$ cat src/verilog/pipe_pkg.sv
// Pipeline stage field types
`default_nettype none

package pipe_pkg;

  //////////////////////////////
  // Register file
  //////////////////////////////

  // Architectural register index width
  localparam int RF_ADDR_W = 5;

  // Register index as carried by each stage
  typedef logic [RF_ADDR_W-1:0] rf_addr_t;

  // Read ports on the ID stage
  localparam int RF_READ_PORTS = 2;

  // Port positions inside the read enable vector
  localparam int PORT_A = 0;
  localparam int PORT_B = 1;

  // One read enable per ID read port
  typedef logic [RF_READ_PORTS-1:0] rf_re_t;

  //////////////////////////////
  // CSR space
  //////////////////////////////

  // Full CSR address width
  localparam int CSR_ADDR_W = 12;

  // CSR address carried by EX and WB
  typedef logic [CSR_ADDR_W-1:0] csr_addr_t;

endpackage

`default_nettype wire

$ cat src/verilog/byp_pkg.sv
// Bypass control result types
`default_nettype none

package byp_pkg;

  //////////////////////////////
  // Operand forwarding
  //////////////////////////////

  // Width of the operand mux select
  localparam int FW_SEL_W = 2;

  // Operand source for the ID read ports
  // Register file by default
  typedef enum logic [FW_SEL_W-1:0] {
    SEL_REGFILE = 2'b00,
    SEL_FW_EX   = 2'b01,
    SEL_FW_WB   = 2'b10
  } fw_sel_e;

  //////////////////////////////
  // Jump register path
  //////////////////////////////

  // Width of the jump target mux select
  localparam int JALR_SEL_W = 1;

  // Jump target source
  // Only WB results are forwarded here
  typedef enum logic [JALR_SEL_W-1:0] {
    SELJ_REGFILE = 1'b0,
    SELJ_FW_WB   = 1'b1
  } jalr_fw_sel_e;

endpackage

`default_nettype wire

$ cat src/verilog/stage_qualify.sv
// Stage valid qualification
`timescale 1ns/1ps
`default_nettype none

module stage_qualify (
  // Assertion sampling only
  input  wire  clk_i,
  input  wire  rst_i,

  // ID stage
  input  wire  id_valid_i,
  input  wire  id_jalr_i,
  input  wire  id_mret_i,
  input  wire  id_tbljmp_i,
  input  wire  id_fetch_err_i,
  input  wire  id_trigger_i,

  // EX stage
  input  wire  ex_valid_i,
  input  wire  ex_rf_we_i,
  input  wire  ex_lsu_en_i,
  input  wire  ex_wfi_i,

  // WB stage
  input  wire  wb_valid_i,
  input  wire  wb_rf_we_i,
  input  wire  wb_lsu_en_i,

  // Qualified levels
  output logic ex_rf_we_q_o,
  output logic wb_rf_we_q_o,
  output logic ex_lsu_q_o,
  output logic wb_lsu_q_o,
  output logic id_jalr_q_o,
  output logic id_csr_impl_rd_q_o,

  // ID side control
  output logic sleep_stall_o,
  output logic deassert_we_o
);

  //////////////////////////////
  // EX and WB writers
  //////////////////////////////

  // Write enables count only for a live instruction
  assign ex_rf_we_q_o = ex_rf_we_i && ex_valid_i;
  assign wb_rf_we_q_o = wb_rf_we_i && wb_valid_i;

  // Loads and stores in flight
  assign ex_lsu_q_o = ex_lsu_en_i && ex_valid_i;
  assign wb_lsu_q_o = wb_lsu_en_i && wb_valid_i;

  //////////////////////////////
  // ID flags
  //////////////////////////////

  // Conservative flags
  // Deassert is ignored here so a killed instruction may still stall a cycle
  assign id_jalr_q_o = id_jalr_i && id_valid_i;

  // mret reads mepc and mcause, table jump reads jvt
  assign id_csr_impl_rd_q_o = (id_mret_i || id_tbljmp_i) && id_valid_i;

  // Hold ID while a WFI sits in EX
  assign sleep_stall_o = ex_wfi_i && ex_valid_i;

  // Faulting fetch or trigger hit turns the ID instruction into a bubble
  assign deassert_we_o = id_fetch_err_i || id_trigger_i;

  // Bubble control must be known out of reset
  a_deassert_known : assert property (@(posedge clk_i) disable iff (rst_i)
    !$isunknown(deassert_we_o))
    else $error("deassert_we_o unknown from fetch error or trigger");

endmodule

`default_nettype wire

$ cat src/verilog/rf_hazard.sv
// Register file hazard and forwarding
`timescale 1ns/1ps
`default_nettype none

module rf_hazard (
  // Assertion sampling only
  input  wire                    clk_i,
  input  wire                    rst_i,

  // ID read side
  input  wire pipe_pkg::rf_re_t  id_rf_re_i,
  input  wire pipe_pkg::rf_addr_t id_raddr_a_i,
  input  wire pipe_pkg::rf_addr_t id_raddr_b_i,

  // Write addresses of the later stages
  input  wire pipe_pkg::rf_addr_t ex_waddr_i,
  input  wire pipe_pkg::rf_addr_t wb_waddr_i,
  input  wire                    wb_ready_i,

  // Valid qualified levels
  input  wire                    ex_rf_we_q_i,
  input  wire                    wb_rf_we_q_i,
  input  wire                    ex_lsu_q_i,
  input  wire                    wb_lsu_q_i,
  input  wire                    id_jalr_q_i,

  // Mux selects
  output byp_pkg::fw_sel_e       op_a_fw_sel_o,
  output byp_pkg::fw_sel_e       op_b_fw_sel_o,
  output byp_pkg::jalr_fw_sel_e  jalr_fw_sel_o,

  // Stalls
  output logic                   load_stall_o,
  output logic                   jalr_stall_o
);

  // Read addresses indexed by port
  pipe_pkg::rf_addr_t raddr [pipe_pkg::RF_READ_PORTS];

  // Per port address hits, not yet qualified with the stage write enable
  pipe_pkg::rf_re_t   ex_match;
  pipe_pkg::rf_re_t   wb_match;

  // Resulting operand selects
  byp_pkg::fw_sel_e   fw_sel [pipe_pkg::RF_READ_PORTS];

  // Jump target hits on port A
  logic               ex_jalr_match;
  logic               wb_jalr_match;

  assign raddr[pipe_pkg::PORT_A] = id_raddr_a_i;
  assign raddr[pipe_pkg::PORT_B] = id_raddr_b_i;

  //////////////////////////////
  // Address matching
  //////////////////////////////

  for (genvar i = 0; i < pipe_pkg::RF_READ_PORTS; i++) begin : gen_port
    // x0 never forwards
    assign ex_match[i] = id_rf_re_i[i] && (|raddr[i]) && (raddr[i] == ex_waddr_i);
    assign wb_match[i] = id_rf_re_i[i] && (|raddr[i]) && (raddr[i] == wb_waddr_i);

    // Youngest result wins
    // EX over WB over register file
    assign fw_sel[i] = (ex_rf_we_q_i && ex_match[i]) ? byp_pkg::SEL_FW_EX :
                       (wb_rf_we_q_i && wb_match[i]) ? byp_pkg::SEL_FW_WB :
                                                       byp_pkg::SEL_REGFILE;
  end

  assign op_a_fw_sel_o = fw_sel[pipe_pkg::PORT_A];
  assign op_b_fw_sel_o = fw_sel[pipe_pkg::PORT_B];

  // Jump register reads rs1 on port A
  // Read enable is implied by the jump so it is left out
  assign ex_jalr_match = (|id_raddr_a_i) && (id_raddr_a_i == ex_waddr_i);
  assign wb_jalr_match = (|id_raddr_a_i) && (id_raddr_a_i == wb_waddr_i);

  //////////////////////////////
  // Stalls and jump select
  //////////////////////////////

  // Load data arrives too late for the EX bypass
  // WB match matters only while WB waits on the bus
  assign load_stall_o = (ex_lsu_q_i && ex_rf_we_q_i && (|ex_match)) ||
                        (!wb_ready_i && wb_rf_we_q_i && (|wb_match));

  // Jump target forwards only ALU results from WB
  // Any EX writer or a WB load on rs1 holds the jump
  assign jalr_stall_o = id_jalr_q_i &&
                        ((ex_rf_we_q_i && ex_jalr_match) ||
                         (wb_rf_we_q_i && wb_lsu_q_i && wb_jalr_match));

  // Don't care while stalled or when no jump is in ID
  assign jalr_fw_sel_o = (wb_rf_we_q_i && wb_jalr_match) ? byp_pkg::SELJ_FW_WB :
                                                           byp_pkg::SELJ_REGFILE;

  // A stalled jump must come from a jump in ID
  a_jalr_stall_src : assert property (@(posedge clk_i) disable iff (rst_i)
    jalr_stall_o |-> id_jalr_q_i)
    else $error("jalr_stall_o without a jump register in ID");

  // x0 reads always come from the register file
  a_zero_a_no_fw : assert property (@(posedge clk_i) disable iff (rst_i)
    (id_raddr_a_i == '0) |-> (op_a_fw_sel_o == byp_pkg::SEL_REGFILE) &&
                             (jalr_fw_sel_o == byp_pkg::SELJ_REGFILE))
    else $error("forward select on x0 for operand A");

  a_zero_b_no_fw : assert property (@(posedge clk_i) disable iff (rst_i)
    (id_raddr_b_i == '0) |-> (op_b_fw_sel_o == byp_pkg::SEL_REGFILE))
    else $error("forward select on x0 for operand B");

endmodule

`default_nettype wire

$ cat src/verilog/csr_hazard.sv
// CSR hazard detection
`timescale 1ns/1ps
`default_nettype none

module csr_hazard (
  // Assertion sampling only
  input  wire                      clk_i,
  input  wire                      rst_i,

  // Implicit CSR read in ID, already valid qualified
  input  wire                      id_csr_impl_rd_q_i,

  // EX stage CSR fields
  input  wire                      ex_valid_i,
  input  wire                      ex_csr_en_i,
  input  wire                      ex_mret_i,
  input  wire                      ex_csr_impl_wr_i,
  input  wire                      ex_csr_impl_re_i,
  input  wire                      ex_csr_expl_re_i,
  input  wire pipe_pkg::csr_addr_t ex_csr_raddr_i,

  // WB stage CSR fields
  input  wire                      wb_valid_i,
  input  wire                      wb_csr_en_i,
  input  wire                      wb_mret_i,
  input  wire                      wb_csr_impl_wr_i,
  input  wire                      wb_csr_expl_we_i,
  input  wire pipe_pkg::csr_addr_t wb_csr_waddr_i,

  // Stalls
  output logic                     csr_stall_id_o,
  output logic                     csr_stall_ex_o
);

  // Explicit CSR instruction present
  logic ex_csr_q;
  logic wb_csr_q;

  // Implicit writes (mret or CSR side effects)
  logic ex_impl_wr;
  logic wb_impl_wr;

  // Any CSR write, implicit or explicit
  logic ex_csr_wr;
  logic wb_csr_wr;

  // Read and write flags from the CSR decode
  logic ex_impl_rd;
  logic ex_expl_rd;
  logic wb_expl_wr;
  logic expl_raw_hz;

  //////////////////////////////
  // Write detection
  //////////////////////////////

  assign ex_csr_q = ex_csr_en_i && ex_valid_i;
  assign wb_csr_q = wb_csr_en_i && wb_valid_i;

  // mret updates mstatus, some CSR ops write a second CSR
  assign ex_impl_wr = ex_valid_i && (ex_mret_i || (ex_csr_en_i && ex_csr_impl_wr_i));
  assign wb_impl_wr = wb_valid_i && (wb_mret_i || (wb_csr_en_i && wb_csr_impl_wr_i));

  assign ex_csr_wr = ex_csr_q || ex_impl_wr;
  assign wb_csr_wr = wb_csr_q || wb_impl_wr;

  // Decode flags mean something only on a live CSR instruction
  assign ex_impl_rd = ex_csr_q && ex_csr_impl_re_i;
  assign ex_expl_rd = ex_csr_q && ex_csr_expl_re_i;
  assign wb_expl_wr = wb_csr_q && wb_csr_expl_we_i;

  // Exact RAW on the same CSR
  assign expl_raw_hz = ex_expl_rd && wb_expl_wr && (ex_csr_raddr_i == wb_csr_waddr_i);

  //////////////////////////////
  // Stalls
  //////////////////////////////

  // Implicit read in ID
  // Conservative on any write further down
  assign csr_stall_id_o = id_csr_impl_rd_q_i && (ex_csr_wr || wb_csr_wr);

  // EX waits for WB on
  // implicit read against any WB write
  // explicit CSR against an implicit WB write
  // explicit read against an explicit write to the same address
  assign csr_stall_ex_o = (ex_impl_rd && wb_csr_wr) ||
                          (ex_csr_q && wb_impl_wr) ||
                          expl_raw_hz;

  // An ID stall needs a writer somewhere behind it
  a_id_stall_needs_writer : assert property (@(posedge clk_i) disable iff (rst_i)
    csr_stall_id_o |-> (ex_valid_i || wb_valid_i))
    else $error("csr_stall_id_o with EX and WB both empty");

endmodule

`default_nettype wire

$ cat src/verilog/hazard_bypass_top.sv
// Hazard and bypass control top
`timescale 1ns/1ps
`default_nettype none

module hazard_bypass_top (
  input  wire                      clk_i,
  input  wire                      rst_i,

  // ID stage
  input  wire                      id_valid_i,
  input  wire pipe_pkg::rf_re_t    id_rf_re_i,
  input  wire pipe_pkg::rf_addr_t  id_raddr_a_i,
  input  wire pipe_pkg::rf_addr_t  id_raddr_b_i,
  input  wire                      id_jalr_i,
  input  wire                      id_mret_i,
  input  wire                      id_tbljmp_i,
  input  wire                      id_fetch_err_i,
  input  wire                      id_trigger_i,

  // EX stage
  input  wire                      ex_valid_i,
  input  wire                      ex_rf_we_i,
  input  wire pipe_pkg::rf_addr_t  ex_waddr_i,
  input  wire                      ex_lsu_en_i,
  input  wire                      ex_csr_en_i,
  input  wire                      ex_mret_i,
  input  wire                      ex_wfi_i,
  input  wire                      ex_csr_impl_wr_i,
  input  wire                      ex_csr_impl_re_i,
  input  wire                      ex_csr_expl_re_i,
  input  wire pipe_pkg::csr_addr_t ex_csr_raddr_i,

  // WB stage
  input  wire                      wb_valid_i,
  input  wire                      wb_ready_i,
  input  wire                      wb_rf_we_i,
  input  wire pipe_pkg::rf_addr_t  wb_waddr_i,
  input  wire                      wb_lsu_en_i,
  input  wire                      wb_csr_en_i,
  input  wire                      wb_mret_i,
  input  wire                      wb_csr_impl_wr_i,
  input  wire                      wb_csr_expl_we_i,
  input  wire pipe_pkg::csr_addr_t wb_csr_waddr_i,

  // Bypass control
  output byp_pkg::fw_sel_e         op_a_fw_sel_o,
  output byp_pkg::fw_sel_e         op_b_fw_sel_o,
  output byp_pkg::jalr_fw_sel_e    jalr_fw_sel_o,
  output logic                     load_stall_o,
  output logic                     jalr_stall_o,
  output logic                     csr_stall_id_o,
  output logic                     csr_stall_ex_o,
  output logic                     sleep_stall_o,
  output logic                     deassert_we_o
);

  // Valid qualified levels from stage_qualify
  logic ex_rf_we_q;
  logic wb_rf_we_q;
  logic ex_lsu_q;
  logic wb_lsu_q;
  logic id_jalr_q;
  logic id_csr_impl_rd_q;

  stage_qualify stage_qualify_inst (
    .clk_i              (clk_i),
    .rst_i              (rst_i),
    .id_valid_i         (id_valid_i),
    .id_jalr_i          (id_jalr_i),
    .id_mret_i          (id_mret_i),
    .id_tbljmp_i        (id_tbljmp_i),
    .id_fetch_err_i     (id_fetch_err_i),
    .id_trigger_i       (id_trigger_i),
    .ex_valid_i         (ex_valid_i),
    .ex_rf_we_i         (ex_rf_we_i),
    .ex_lsu_en_i        (ex_lsu_en_i),
    .ex_wfi_i           (ex_wfi_i),
    .wb_valid_i         (wb_valid_i),
    .wb_rf_we_i         (wb_rf_we_i),
    .wb_lsu_en_i        (wb_lsu_en_i),
    .ex_rf_we_q_o       (ex_rf_we_q),
    .wb_rf_we_q_o       (wb_rf_we_q),
    .ex_lsu_q_o         (ex_lsu_q),
    .wb_lsu_q_o         (wb_lsu_q),
    .id_jalr_q_o        (id_jalr_q),
    .id_csr_impl_rd_q_o (id_csr_impl_rd_q),
    .sleep_stall_o      (sleep_stall_o),
    .deassert_we_o      (deassert_we_o)
  );

  rf_hazard rf_hazard_inst (
    .clk_i         (clk_i),
    .rst_i         (rst_i),
    .id_rf_re_i    (id_rf_re_i),
    .id_raddr_a_i  (id_raddr_a_i),
    .id_raddr_b_i  (id_raddr_b_i),
    .ex_waddr_i    (ex_waddr_i),
    .wb_waddr_i    (wb_waddr_i),
    .wb_ready_i    (wb_ready_i),
    .ex_rf_we_q_i  (ex_rf_we_q),
    .wb_rf_we_q_i  (wb_rf_we_q),
    .ex_lsu_q_i    (ex_lsu_q),
    .wb_lsu_q_i    (wb_lsu_q),
    .id_jalr_q_i   (id_jalr_q),
    .op_a_fw_sel_o (op_a_fw_sel_o),
    .op_b_fw_sel_o (op_b_fw_sel_o),
    .jalr_fw_sel_o (jalr_fw_sel_o),
    .load_stall_o  (load_stall_o),
    .jalr_stall_o  (jalr_stall_o)
  );

  // CSR fields go in raw and are qualified inside
  csr_hazard csr_hazard_inst (
    .clk_i              (clk_i),
    .rst_i              (rst_i),
    .id_csr_impl_rd_q_i (id_csr_impl_rd_q),
    .ex_valid_i         (ex_valid_i),
    .ex_csr_en_i        (ex_csr_en_i),
    .ex_mret_i          (ex_mret_i),
    .ex_csr_impl_wr_i   (ex_csr_impl_wr_i),
    .ex_csr_impl_re_i   (ex_csr_impl_re_i),
    .ex_csr_expl_re_i   (ex_csr_expl_re_i),
    .ex_csr_raddr_i     (ex_csr_raddr_i),
    .wb_valid_i         (wb_valid_i),
    .wb_csr_en_i        (wb_csr_en_i),
    .wb_mret_i          (wb_mret_i),
    .wb_csr_impl_wr_i   (wb_csr_impl_wr_i),
    .wb_csr_expl_we_i   (wb_csr_expl_we_i),
    .wb_csr_waddr_i     (wb_csr_waddr_i),
    .csr_stall_id_o     (csr_stall_id_o),
    .csr_stall_ex_o     (csr_stall_ex_o)
  );

endmodule

`default_nettype wire

$ cat config.mk
export PLATFORM = sky130hd
export DESIGN_NAME = hazard_bypass_top
export DESIGN_NICKNAME = d
export VERILOG_FILES = /design/src/verilog/pipe_pkg.sv /design/src/verilog/byp_pkg.sv /design/src/verilog/stage_qualify.sv /design/src/verilog/rf_hazard.sv /design/src/verilog/csr_hazard.sv /design/src/verilog/hazard_bypass_top.sv
export SDC_FILE = /design/constraint.sdc
export NUM_CORES = 1
export LEC_CHECK = 0
export ABC_AREA = 1
export BUFFER_PORTS_ARGS = -buffer_cell sky130_fd_sc_hd__buf_4
export CORE_MARGIN = 2
export CORE_UTILIZATION = 30
export DETAILED_ROUTE_END_ITERATION = 7
export GPL_ROUTABILITY_DRIVEN = 0
export PLACE_DENSITY = 0.8
export SLEW_MARGIN = 15
export SYNTH_ARGS = -nofsm -noshare
export SYNTH_HDL_FRONTEND = slang
export SYNTH_SLANG_ARGS = --single-unit
$ cat constraint.sdc
create_clock -name vclk -period 1.36
set_clock_uncertainty 0.2 [all_clocks]
set_input_delay 0.34 -clock vclk [all_inputs]
set_output_delay 0.34 -clock vclk [all_outputs]
set_load 0.03 [all_outputs]
After elaboration in Yosys (flattened, before gate mapping):

Index checks and enable logic that the tools add are counted.

* register bits after elaboration: 0

* eq/ne operators: 5
* mux-type cells: 5
* reductions and logical operators: 58

Operators with widths (count)
* logical AND 1 bit: 42
* == test 5 bit: 4
* == test 12 bit: 1
* logical OR 1 bit: 11
* OR reduction 5 bit: 2
* 2-to-1 mux 2 bit: 4
* OR reduction 2 bit: 2
* logical NOT 1 bit: 1
* 2-to-1 mux 1 bit: 1

Longest topological paths before layout:

* depth after elaboration: 7
* depth in mapped cells: 9

Modules after synthesis:

Synthesis repeated with hierarchy kept, for this count alone.

* cells, all modules: 179
* area, all modules: 830.8 µm²

By module, submodules not included
* rf_hazard: sequential area each 0.0 µm², cells an instance 84, area an instance 444.2 µm², instances 1
* csr_hazard: sequential area each 0.0 µm², cells an instance 79, area an instance 324.1 µm², instances 1
* stage_qualify: sequential area each 0.0 µm², cells an instance 16, area an instance 62.6 µm², instances 1

Least setup slack after synthesis:

OpenSTA, ideal clock, no wires.

* path type: input-to-output
* from: in ex_waddr_i[0]
* to: out op_b_fw_sel_o[1]
* stages: 6
* path slack: -590 ps
* data arrival time: 1410 ps
* cells stage by stage: xnor2_1 -> nand2_1 -> nor2_1 -> nand3_1 -> nor2_1 -> nor2_1

* cells in the longest elaborated chain, start to end: 4

RTL lines
* start, declared: line hazard_bypass_top.sv:23 `input wire pipe_pkg::rf_addr_t ex_waddr_i,`
* == test 5 bit: line rf_hazard.sv:60 `assign ex_match[i] = id_rf_re_i[i] && (|raddr[i]) && (raddr[i] == ex_waddr_i);`
* logical AND 1 bit: line rf_hazard.sv:60
* logical AND 1 bit: line rf_hazard.sv:65 `assign fw_sel[i] = (ex_rf_we_q_i && ex_match[i]) ? byp_pkg::SEL_FW_EX :`
* 2-to-1 mux 2 bit: line rf_hazard.sv:65
* end, declared: line hazard_bypass_top.sv:47 `output byp_pkg::fw_sel_e op_b_fw_sel_o,`

No other way between the ends.

Worst setup path after layout:

* from: in wb_waddr_i[3]
* to: out op_a_fw_sel_o[1]

* cells in the longest elaborated chain, start to end: 5

RTL lines
* start, declared: line hazard_bypass_top.sv:37 `input wire pipe_pkg::rf_addr_t wb_waddr_i,`
* == test 5 bit: line rf_hazard.sv:61 `assign wb_match[i] = id_rf_re_i[i] && (|raddr[i]) && (raddr[i] == wb_waddr_i);`
* logical AND 1 bit: line rf_hazard.sv:61
* logical AND 1 bit: line rf_hazard.sv:66 `(wb_rf_we_q_i && wb_match[i]) ? byp_pkg::SEL_FW_WB :`
* 2-to-1 mux 2 bit: line rf_hazard.sv:66
* 2-to-1 mux 2 bit: line rf_hazard.sv:65
* end, declared: line hazard_bypass_top.sv:46 `output byp_pkg::fw_sel_e op_a_fw_sel_o,`

No other way between the ends.

==> summary.md <==
| Metric | Value |
|---|---|
| Outcome | finished, violations left |
| Failing checks | negative setup slack |
| Sw Share | 0.422 |
| Worst EP arrival | 1.31 ns |
| VDD IR-drop max | 0.000208 V |
| Clkbuf count | 0 |
| Post-synthesis mux area share | 0 |
| Design Power | 0.536 mW |
| Comb power frac | 1.000 |
| Sw power | 0.226 mW |
| Largest net degree at the start of global routing | 5 |
| Xor/xnor share of the synthesized area | 0.332 |
| Distinct cells, synth | 18 |
| Post-Route WL | 3270 µm |
| FF+latch count | 0 |
| Count leader, synth | nand2_1 |
| Achievable frequency | 539 MHz |
| Via Count | 1197 |
| Area Growth Syn to Fin | 163% |
| Synth area leaders | xnor2_1, nand2_1, xor2_1 |
| Vias in the first global route | 1091 |
| Final setup violation count | 9 |
| Critical Path Start Type | primary input |
| Mapped Cells | 131 |
| # rows | 17 |
| Maxcap violations | 0 |
| GRT Residual Overflow | 0 |
| Final critical-path required period | 1.85 ns |
| Register area | 0 µm² |
| Drt via density | 4.81 |
| Share of the synthesized area in the top cell type | 0.191 |
| Post-Syn Nets | 202 |
| DIE AREA | 2690 µm² |
| Post-synth top cells | nand2_1, nor2_1, inv_1, xnor2_1, xor2_1 |
| Chip width | 51.9 µm |
| Slew Limit Headroom | 0.859 |
| GRT Total Usage | 0.205 |
| Cts hold-fix bufs | 0 |
| ANT cells | 0 |
| Compound-Gate Fraction of Synth Area | 0.0656 |
| Worst slew pin tran | 0.210 ns |
| Post-synthesis sequential area ratio | 0 |
| Final Slew Violations | 0 |
| Final worst slack | -0.495 ns |
| Post-synthesis simple-gate area fraction | 0.494 |
| Wire length per cell | 13.1 µm |
| Power Dens Cells | 297 nW/µm² |
| Final hold viol count | 0 |
| DP Wirelength | 2290 µm |
| DRC viols | 0 |
| Crit path max fanout | 4 |
| Global-route wire length before repair | 4270 µm |
| Internal cell power | 0.309 mW |
| Crit Path Class | primary input to output port |
| Worst Setup SP | wb_waddr_i[3] |
| Post-Place Setup Slack | -0.514 ns |
| Final nets | 294 |
| Die Span Y | 51.9 µm |
| Share of layout cells above drive strength 1 | 0.638 |
| RSZ-0062 raised after global routing | true |
| Req. time, crit path | 0.82 ns |
| Ys Warns | 0 |
| Post-synth top area cell | xnor2_1 |
| Post-synth design cell area | 687 µm² |
| Leakage | 0.903 nW |
| Port bufs | 79 |
| Worst setup EP type | output port |
| Starting DRC count in detailed routing | 15 |
| Initial Util | 0.314 |
| Start point of the worst hold path | id_fetch_err_i |
| Worst hold stages | 3 |
| Largest family of logic cells by synthesized area | simple AND/OR/NAND/NOR gates |
| Power share of the clock group | 0 |
| Syn Area/Cell | 5.24 µm² |
| Post-DRT Antenna Nets | 0 |
| Final period utilization | 1.36 |
| Sequential power share | 0 |
| Num ports | 82 |
| Initial antenna violation count | 0 |
| 1st-pass router iterations | 4 |
| Std-Cell Core Area | 2190 µm² |
| Adder-cell share of the synthesized area | 0 |
| Hold Crit Class | primary input to output port |
==> critical path: stages <==
cell and delay (ns):
buf_8 0.11, xor2_2 0.18, nor2_2 0.19, nand4_1 0.21, nor2_4 0.16, buf_6 0.13
==> cells in the final DEF, fill, tap and decap left out <==
master and count:
o21ai_0 4, nor2_4 7, inv_1 10, nand4_1 4, nand2_4 1, xnor2_2 6
o21ai_2 1, inv_4 1, nand2_2 7, buf_6 25, inv_2 9, buf_8 6
xnor2_4 2, buf_12 2, nor3_2 1, a21oi_4 1, nor2_1 13, nand3b_1 1
xnor2_1 7, o21ai_1 1, or2_4 1, xor2_1 8, xor2_2 3, nand3_2 3
nand3_1 5, buf_4 57, nand3_4 1, a31oi_4 1, nand2_1 26, nor3b_1 1
nor2_2 6
==> final timing paths <==
check,to,slack (ns)
worst min-delay path,deassert_we_o,0.76
worst max-delay path,op_a_fw_sel_o[1],-0.49
==> power groups by stage <==
stage	combinational (mW)	sequential (mW)	clock [mW]
finish	0.536	0	0
global route	0.570	0	0
CTS	0.479	0	0
detailed placement	0.425	0	0
global placement	0.413	0	0
floorplan	0.183	0	0
==> stage by stage <==
step	hold slack (ns)	instances	cell area [µm²]	TNS, ns	util
global route	0.774	249	1810	-4.11	0.824
floorplan	0.625	131	821	-1.40	-
CTS	0.770	248	1690	-3.35	0.772
global placement	0.779	247	1520	-3.71	0.692
detailed placement	0.784	247	1520	-3.98	0.692
finish	0.760	249	1810	-3.71	0.824
==> cells by family (layout without fill, tap and decap cells) <==
family	Yosys count	count (layout)
AND/OR/NAND/NOR	77	77
XOR/XNOR	26	26
AO/OA/AOI/OAI	8	8
buffers and inverters	20	110
==> metal layers <==
layer  global-route usage  share of wire
met5                    0              0
met4               0.0351          0.022
met3               0.0230          0.079
met2                0.441           0.57
met1                0.204           0.33
==> cell type report <==
| class | instances | area, µm² |
|---|---|---|
| Multi-Input combinational cell | 111 | 853 |
| Timing Repair Buffer | 90 | 840 |
| Fill cell | 124 | 385 |
| Inverter | 20 | 77.6 |
| Tap cell | 28 | 35.0 |
==> repair_timing <==
item                                    4_1_cts  5_1_grt
pin swaps                                    26       22
endpoints found under the setup margin       10       10
gates resized for setup                      49       24
buffers inserted                              1        1
endpoints found under the hold margin         0        0
(Power assumes the default switching activity.)
